$ cat src/hw/piyc_pkg.sv
// Shared types and constants for the gamepad tester
// VGA numbers are for 640x480 at a 25 MHz pixel clock, one pixel per clk
// Button order follows the gamepad shift order, b first (MSB)
package piyc_pkg;

  // Raster timing, in pixels and lines
  parameter int H_VISIBLE = 640;
  parameter int H_FRONT   = 16;
  parameter int H_SYNC    = 96;
  parameter int H_BACK    = 48;
  parameter int H_TOTAL   = 800;

  parameter int V_VISIBLE = 480;
  parameter int V_FRONT   = 10;
  parameter int V_SYNC    = 2;
  parameter int V_BACK    = 33;
  parameter int V_TOTAL   = 525;

  // On-screen glyph is an 8x8 bitmap scaled by 4
  parameter int GLYPH_SIZE  = 32;
  parameter int GLYPH_SHIFT = 2;

  typedef logic [9:0] coord_t; // Pixel column or line number

  typedef struct packed {
    coord_t x;
    coord_t y;
    logic   display_on; // Inside the 640x480 window
  } vga_pos_t;

  // 2 bits per channel, Tiny VGA style
  typedef struct packed {
    logic [1:0] r;
    logic [1:0] g;
    logic [1:0] b;
  } rgb_t;

  parameter rgb_t BLACK = '{r: 2'b00, g: 2'b00, b: 2'b00};
  parameter rgb_t RED   = '{r: 2'b11, g: 2'b00, b: 2'b00};
  parameter rgb_t GREEN = '{r: 2'b00, g: 2'b11, b: 2'b00};

  // One bit per button, 1 = pressed
  typedef struct packed {
    logic b;      // First bit on the wire
    logic y;
    logic select;
    logic start;
    logic up;
    logic down;
    logic left;
    logic right;
    logic a;
    logic x;
    logic l;
    logic r;      // Last bit on the wire
  } buttons_t;

  // Latched pad word, raw for presence test, btn for the fields
  typedef union packed {
    logic [11:0] raw;
    buttons_t    btn;
  } pad_word_u;

endpackage

$ cat src/hw/button_overlay.sv
// Draws twelve 8x8 button glyphs scaled to 32x32
// Lit glyph pixel is green when its button is pressed, red otherwise
// Colour is registered, one cycle behind pos; black outside the window
`timescale 1ns/1ps

module button_overlay (
  input  logic               clk,
  input  logic               rst_n,
  input  piyc_pkg::vga_pos_t pos,
  input  piyc_pkg::buttons_t buttons,
  output piyc_pkg::rgb_t     color
);
  import piyc_pkg::*;

  localparam int N_GLYPH = 12;

  // Bitmaps, one byte per row, top row in the high byte, leftmost pixel in bit 7
  // Index matches buttons_t bit order, so b is 11 and r is 0
  localparam logic [N_GLYPH-1:0][63:0] GLYPHS = {
    64'h7c_66_66_7c_66_66_7c_00, // b
    64'hc3_66_3c_18_18_18_18_18, // y
    64'h18_24_42_81_81_42_24_18, // select, diamond outline
    64'h3c_40_40_20_10_08_04_78, // start, an S
    64'h10_38_7c_fe_10_10_10_10, // up arrow
    64'h10_10_10_10_fe_7c_38_10, // down arrow
    64'h10_30_70_ff_70_30_10_00, // left arrow
    64'h08_0c_0e_ff_0e_0c_08_00, // right arrow
    64'h3c_66_66_7e_66_66_66_00, // a
    64'hc3_66_3c_18_18_3c_66_c3, // x
    64'h60_60_60_60_60_7e_7e_00, // l
    64'h7c_66_66_7c_78_6c_66_00  // r
  };

  // Top-left corners, same order as GLYPHS
  localparam coord_t [N_GLYPH-1:0] GLYPH_X = {
    10'd512, 10'd464, 10'd264, 10'd328, // b y select start
    10'd96,  10'd96,  10'd48,  10'd144, // up down left right
    10'd560, 10'd512, 10'd32,  10'd550  // a x l r
  };
  localparam coord_t [N_GLYPH-1:0] GLYPH_Y = {
    10'd296, 10'd240, 10'd240, 10'd240,
    10'd192, 10'd288, 10'd240, 10'd240,
    10'd240, 10'd184, 10'd92,  10'd92
  };

  logic [N_GLYPH-1:0] lit;     // Pixel falls on a set bitmap bit
  logic [N_GLYPH-1:0] pressed;
  logic               any_lit;
  logic               any_pressed;
  rgb_t               color_d;

  // Per-glyph hit test and bitmap lookup
  always_comb begin
    coord_t     dx;
    coord_t     dy;
    logic [2:0] row;
    logic [2:0] col;
    for (int i = 0; i < N_GLYPH; i++) begin
      dx  = pos.x - GLYPH_X[i]; // Wraps large when left of the box
      dy  = pos.y - GLYPH_Y[i];
      row = dy[GLYPH_SHIFT +: 3];
      col = dx[GLYPH_SHIFT +: 3];
      if ((pos.x >= GLYPH_X[i]) && (dx < coord_t'(GLYPH_SIZE)) &&
          (pos.y >= GLYPH_Y[i]) && (dy < coord_t'(GLYPH_SIZE))) begin
        lit[i] = GLYPHS[i][{~row, ~col}]; // Bit 63 - 8*row - col
      end else begin
        lit[i] = 1'b0;
      end
    end
  end

  assign pressed     = lit & buttons; // Struct bits line up with glyph index
  assign any_lit     = |lit;
  assign any_pressed = |pressed;

  // Pressed wins over lit; blanking forces black
  always_comb begin
    if (!pos.display_on) color_d = BLACK;
    else if (any_pressed) color_d = GREEN;
    else if (any_lit) color_d = RED;
    else color_d = BLACK;
  end

  always_ff @(posedge clk) begin
    if (!rst_n) color <= BLACK;
    else color <= color_d;
  end

endmodule

$ cat src/hw/pad_decode.sv
// Pad word decoder with presence gating and a fixed button remap
// Purely combinational
// All ones on the wire means no controller, then no button is pressed
`timescale 1ns/1ps

module pad_decode (
  input  piyc_pkg::pad_word_u pad_word,
  output piyc_pkg::buttons_t  buttons  // Logical order
);
  import piyc_pkg::*;

  logic     absent;
  buttons_t phys; // Physical buttons after the presence gate

  assign absent = &pad_word.raw;   // Pulled-up data line reads 0xfff
  assign phys   = absent ? '0 : pad_word.btn;

  // Deliberately scrambled, the tester shows which glyph a press lands on
  assign buttons.left   = phys.a;
  assign buttons.right  = phys.x;
  assign buttons.up     = phys.start;
  assign buttons.down   = phys.b;
  assign buttons.a      = phys.right;
  assign buttons.b      = phys.up;
  assign buttons.x      = phys.down;
  assign buttons.y      = phys.select;
  assign buttons.l      = phys.r;    // Shoulders swapped
  assign buttons.r      = phys.l;
  assign buttons.select = phys.y;
  assign buttons.start  = phys.left;

endmodule

$ cat src/hw/pad_serial_rx.sv
// Gamepad serial receiver, 12 bits, first bit lands in the MSB
// Pins are asynchronous; each must stay stable at least 4 clk cycles
// Word holds all ones after reset, which reads as no controller
`timescale 1ns/1ps

module pad_serial_rx #(
  parameter int sync_stages = 2 // Synchronizer depth, 1 or more
) (
  input  logic                clk,
  input  logic                rst_n,
  input  logic                pad_data,
  input  logic                pad_clk,
  input  logic                pad_latch,
  output piyc_pkg::pad_word_u pad_word
);
  import piyc_pkg::*;

  // The three pad wires move through the synchronizer together
  typedef struct packed {
    logic data;
    logic shift; // Pad shift clock
    logic latch;
  } pad_pins_t;

  pad_pins_t [sync_stages-1:0] sync_q; // Index 0 sees the pins first
  pad_pins_t                   pins_s; // Synchronized pins
  logic                        shift_prev;
  logic                        latch_prev;
  logic                        shift_rise;
  logic                        latch_rise;
  logic [11:0]                 shift_reg;

  always_ff @(posedge clk) begin
    if (!rst_n) begin
      sync_q <= '0;
    end else begin
      sync_q[0] <= '{data: pad_data, shift: pad_clk, latch: pad_latch};
      for (int i = 1; i < sync_stages; i++) begin
        sync_q[i] <= sync_q[i-1];
      end
    end
  end

  assign pins_s     = sync_q[sync_stages-1];
  assign shift_rise = pins_s.shift & ~shift_prev;
  assign latch_rise = pins_s.latch & ~latch_prev;

  always_ff @(posedge clk) begin
    if (!rst_n) begin
      shift_prev   <= 1'b0;
      latch_prev   <= 1'b0;
      shift_reg    <= '1;
      pad_word.raw <= '1; // Absent until the first latch
    end else begin
      shift_prev <= pins_s.shift;
      latch_prev <= pins_s.latch;
      if (shift_rise) shift_reg <= {shift_reg[10:0], pins_s.data}; // New bit at LSB
      if (latch_rise) pad_word.raw <= shift_reg;
    end
  end

endmodule

$ cat src/hw/piyc_top.sv
// Gamepad button tester with VGA output
// Pad wires on ui_in[6:4] (data, shift clock, latch); other inputs unused
// uo_out follows the Tiny VGA pin order
`timescale 1ns/1ps

module piyc_top #(
  parameter int sync_stages = 2 // Pad input synchronizer depth
) (
  input  logic       clk,
  input  logic       rst_n,
  input  logic [7:0] ui_in,
  output logic [7:0] uo_out
);
  import piyc_pkg::*;

  vga_pos_t  pos;
  logic      hsync;
  logic      vsync;
  pad_word_u pad_word;
  buttons_t  buttons;
  rgb_t      color;

  vga_timing u_vga_timing (
    .clk   (clk),
    .rst_n (rst_n),
    .pos   (pos),
    .hsync (hsync),
    .vsync (vsync)
  );

  pad_serial_rx #(
    .sync_stages (sync_stages)
  ) u_pad_serial_rx (
    .clk       (clk),
    .rst_n     (rst_n),
    .pad_data  (ui_in[6]),
    .pad_clk   (ui_in[5]),
    .pad_latch (ui_in[4]),
    .pad_word  (pad_word)
  );

  pad_decode u_pad_decode (
    .pad_word (pad_word),
    .buttons  (buttons)
  );

  button_overlay u_button_overlay (
    .clk     (clk),
    .rst_n   (rst_n),
    .pos     (pos),
    .buttons (buttons),
    .color   (color)
  );

  // Tiny VGA order: low colour bits with hsync, high bits with vsync
  assign uo_out = {hsync, color.b[0], color.g[0], color.r[0],
                   vsync, color.b[1], color.g[1], color.r[1]};

endmodule

$ cat src/hw/vga_timing.sv
// 640x480 raster scan, one pixel per clk
// Sync pulses are active low and decoded combinationally from the counters
// x=0, y=0 in the first cycle after reset
`timescale 1ns/1ps

module vga_timing (
  input  logic               clk,
  input  logic               rst_n,
  output piyc_pkg::vga_pos_t pos,
  output logic               hsync,
  output logic               vsync
);
  import piyc_pkg::*;

  // Sync windows derived from the package timing
  localparam int HS_START = H_VISIBLE + H_FRONT;  // 656
  localparam int HS_END   = HS_START + H_SYNC;    // 752, exclusive
  localparam int VS_START = V_VISIBLE + V_FRONT;  // 490
  localparam int VS_END   = VS_START + V_SYNC;    // 492, exclusive

  coord_t h_cnt;
  coord_t v_cnt;
  logic   h_last;
  logic   v_last;

  assign h_last = (h_cnt == coord_t'(H_TOTAL - 1));
  assign v_last = (v_cnt == coord_t'(V_TOTAL - 1));

  // Pixel counter, line counter steps on each wrap
  always_ff @(posedge clk) begin
    if (!rst_n) begin
      h_cnt <= '0;
      v_cnt <= '0;
    end else if (h_last) begin
      h_cnt <= '0;
      if (v_last) v_cnt <= '0; // End of frame
      else v_cnt <= v_cnt + 10'd1;
    end else begin
      h_cnt <= h_cnt + 10'd1;
    end
  end

  // Low inside the sync windows
  assign hsync = !((h_cnt >= coord_t'(HS_START)) && (h_cnt < coord_t'(HS_END)));
  assign vsync = !((v_cnt >= coord_t'(VS_START)) && (v_cnt < coord_t'(VS_END)));

  assign pos.x          = h_cnt;
  assign pos.y          = v_cnt;
  assign pos.display_on = (h_cnt < coord_t'(H_VISIBLE)) && (v_cnt < coord_t'(V_VISIBLE));

endmodule

$ cat config.mk
export PLATFORM = sky130hd
export DESIGN_NAME = piyc_top
export DESIGN_NICKNAME = d
export VERILOG_FILES = /design/src/hw/piyc_pkg.sv /design/src/hw/button_overlay.sv /design/src/hw/pad_decode.sv /design/src/hw/pad_serial_rx.sv /design/src/hw/piyc_top.sv /design/src/hw/vga_timing.sv
export SDC_FILE = /design/constraint.sdc
export NUM_CORES = 1
export LEC_CHECK = 0
export BUFFER_PORTS_ARGS = -buffer_cell sky130_fd_sc_hd__buf_2
export CORE_ASPECT_RATIO = 1.25
export CORE_MARGIN = 2
export CORE_UTILIZATION = 60
export CTS_CLUSTER_DIAMETER = 60
export DETAILED_ROUTE_END_ITERATION = 10
export MAX_ROUTING_LAYER = met4
export PLACE_DENSITY = 0.77
export REMOVE_ABC_BUFFERS = 1
export SLEW_MARGIN = 25
export SYNTH_ARGS = -nofsm -noshare
export SYNTH_HDL_FRONTEND = slang
export SYNTH_SLANG_ARGS = --single-unit
$ cat constraint.sdc
create_clock -name clk -period 4.41 [get_ports clk]
set_input_delay 0.2205 -clock clk [delete_from_list [all_inputs] [get_ports clk]]
set_output_delay 0.2205 -clock clk [all_outputs]
set_load 0.02 [all_outputs]
==> run metrics <==
vias slightly above 4k; Finished Layout Cells between 600 and 700; Final #Nets between 600 and 700; Initial Util between 60% and 70%; final worst-path cycle share about 80%; synthesized area per cell 7.95 sq um; GRT Resource Usage Total between 20% and 30%; Worst Path Arrival 3.82 ns; core footprint between 7000 and 8000 sq um; ys async rst share 0%; worst-margin pin slew between 0.8 and 0.9 ns; number of synthesized register bits 54; largest area contributor in the netlist dfxtp_1; mux contribution to synthesized area 4.57%; number of I/O pins 18; slowest stage cell on the critical path dfxtp_1; Routed WL roughly 11000 um; CTS root buffer clkbuf_8; CP startpoint kind flop; Yosys warnings 0; M1 GR Usage 36.2%; worst clock skew about 0.017 ns; row count 35; post-synthesis cell type count a little under 80; share of layout cells above drive strength 1 6.51%; CTS resizes 0; Skew-Pair Late Insertion Delay about 0.33 ns; CTS Buf Count 5; Util after Layout 63.0%; Yosys top cell area share between 20% and 30%; CTS tree built; total grt overflow 0; met2 Use GR ~47%; Peak VDD IR roughly 0.26 mV; DRT iter0 DRCs between 300 and 400; P&R area growth vs syn 1.95%; top cells by area, synth dfxtp_1, ha_1, nand2_1; Post-Synthesis Cells 572; clk buf depth 2; Bufs and invs on worst path 1; vias per inst approximately 6.4; top_reg_cell synth dfxtp_1; die footprint just over 8000 sq um; Post-synth EDFFs 0; Hold Violations, Final 0; Finished Cell Area between 4000 and 5000 sq um; R2R setup slack around 0.82 ns; total setup buffers inserted after CTS 0; DP HPWL approximately 8000 um; fin crit period between 3 and 4 ns; Fillers ~700; relative slew slack 42.6%; crit-path cells inv_1 > ha_1 > mux4_1 > mux2i_1 > mux2i_1 > nand4_1 > o2111ai_1 > or4_4 > a221oi_2; Max Freq roughly 0.28 GHz; vias in the first global route ~3.8k; most crowded layer after global routing met2; crit path max fanout 15; Clock H-tree levels 2; first-pass GRT wire length roughly 18000 um; initial antenna violation count 0; outcome finished clean; power density over the cells about 210 nW/um^2; Max Cap Viol 0; Die X 81.9 um; Post-Synth Adder-Cell Area between 10% and 20%; Hold-fix buffers, CTS 0; P_leak between 1.5 and 2 nW; placed standard-cell area between 4000 and 5000 sq um; Mapped Area 4550 sq um; gpl congestion 0.896; Final setup violation count 0; clock-pin slew on the worst setup and hold paths about 0.12 ns; Setup Total Neg Slack 0 ns; Hold/Removal Path Class input port to flop; delay-heaviest family, CP multiplexers; Simple-Gate Fraction of Synth Area 29.5%; IO Port Bufs 10; first drt pass iteration count 6; met3 Resource Use GR under 10%; max incr delay on CP 0.67 ns; DRC violations left 0; Antenna Nets Post-Route 0; largest net degree at the start of global routing 38; XOR/XNOR share of the synthesized area under 10%; die height around 100 um; complex-gate fraction of the synthesized area between 10% and 20%; WP data required around 4.7 ns; CP dominant cell by count mux2i_1; Placed Cells about 640; sequential share of the synthesized area a little under a quarter; antenna diode count 0; Clock Sinks 54; main combinational cell family by area after synthesis simple AND/OR/NAND/NOR gates; Final Max Slew Viols 0; Crit. End Element flop; RSZ-0062 raised after global routing no; wire per inst roughly 17 um; critical path class flop to flop
## worst paths after layout
path / startpoint / to / depth (start not counted)
min: ui_in[6] / u_pad_serial_rx.sync_q[2] / 2
min reg2reg: u_pad_serial_rx.sync_q[2] / u_pad_serial_rx.pins_s[2] / 1
max reg2reg: u_vga_timing.h_cnt[3] / u_button_overlay.color[4] / 9
max: u_vga_timing.h_cnt[3] / u_button_overlay.color[4] / 9
## layout by cell type (no fill, tap or decap), types with 7 or more instances in the layout
cell	instances
buf_2	10
dfxtp_1	54
o211ai_1	7
ha_1	39
nor3_1	8
and2_1	17
nor2b_1	20
nand2_1	75
xor2_1	9
a21oi_1	19
nor2_1	29
nand4_1	11
nand3_1	41
nand2b_1	12
xnor2_1	25
inv_1	18
o21ai_0	15
mux2i_1	8
or3_1	7
a31oi_1	8
## area by class of cell
class	instances	area, sq um	area share (%)
Multi-Input combinational cell	453	3140	67.8
Sequential cell	54	1080	23.3
Tap cell	92	115	2.48
Timing Repair Buffer	16	95.1	2.05
Clock buffer	6	82.6	1.78
Inverter	22	82.6	1.78
Clock inverter	2	38.8	0.836
## cell families after synthesis
group / Yosys count
and+or+nand+nor: 254
AOI/OAI and AO/OA: 110
buffers and inverters: 66
DFF: 54
adders and majority gates: 39
xor gates and xnor gates: 34
muxes: 14
other: 1
## per-stage QoR
step	power, mW	setup WS [ns]	hold slack (ns)
after CTS	0.976	0.865	0.0964
after detailed placement	0.610	0.912	0.418
after floorplan	0.583	0.816	0.292
after global placement	0.607	0.952	0.414
final	0.969	0.825	0.0996
after global routing	1.00	0.611	0.0913
## layer usage
metal / share of wire (%) / wire, um / up-vias
li1: - / - / 1997
met1: 44 / 4930 / 1927
met2: 47 / 5330 / 146
met3: 4.6 / 521 / 38
met4: 4.1 / 458 / 0
met5: 0 / 0 / -
## synthesized netlist by cell type, drive strengths merged (17+ instances only)
cell and number:
a21oi 19, and2 17, buf 26, clkbuf 18, dfxtp 54, ha 39, inv 19, nand2 75
nand3 41, nor2 29, nor2b 20, xnor2 25
## report_power, final
| part | total, mW | switching (mW) | internal, mW | leakage [nW] |
|---|---|---|---|---|
| registers | 0.518 | 0.0140 | 0.504 | 0.441 |
| logic | 0.0812 | 0.0495 | 0.0317 | 1.39 |
| clock network | 0.370 | 0.183 | 0.187 | 0.0618 |
| total | 0.969 | 0.246 | 0.723 | 1.90 |
No activity file was read; power rests on OpenSTA's default activity.
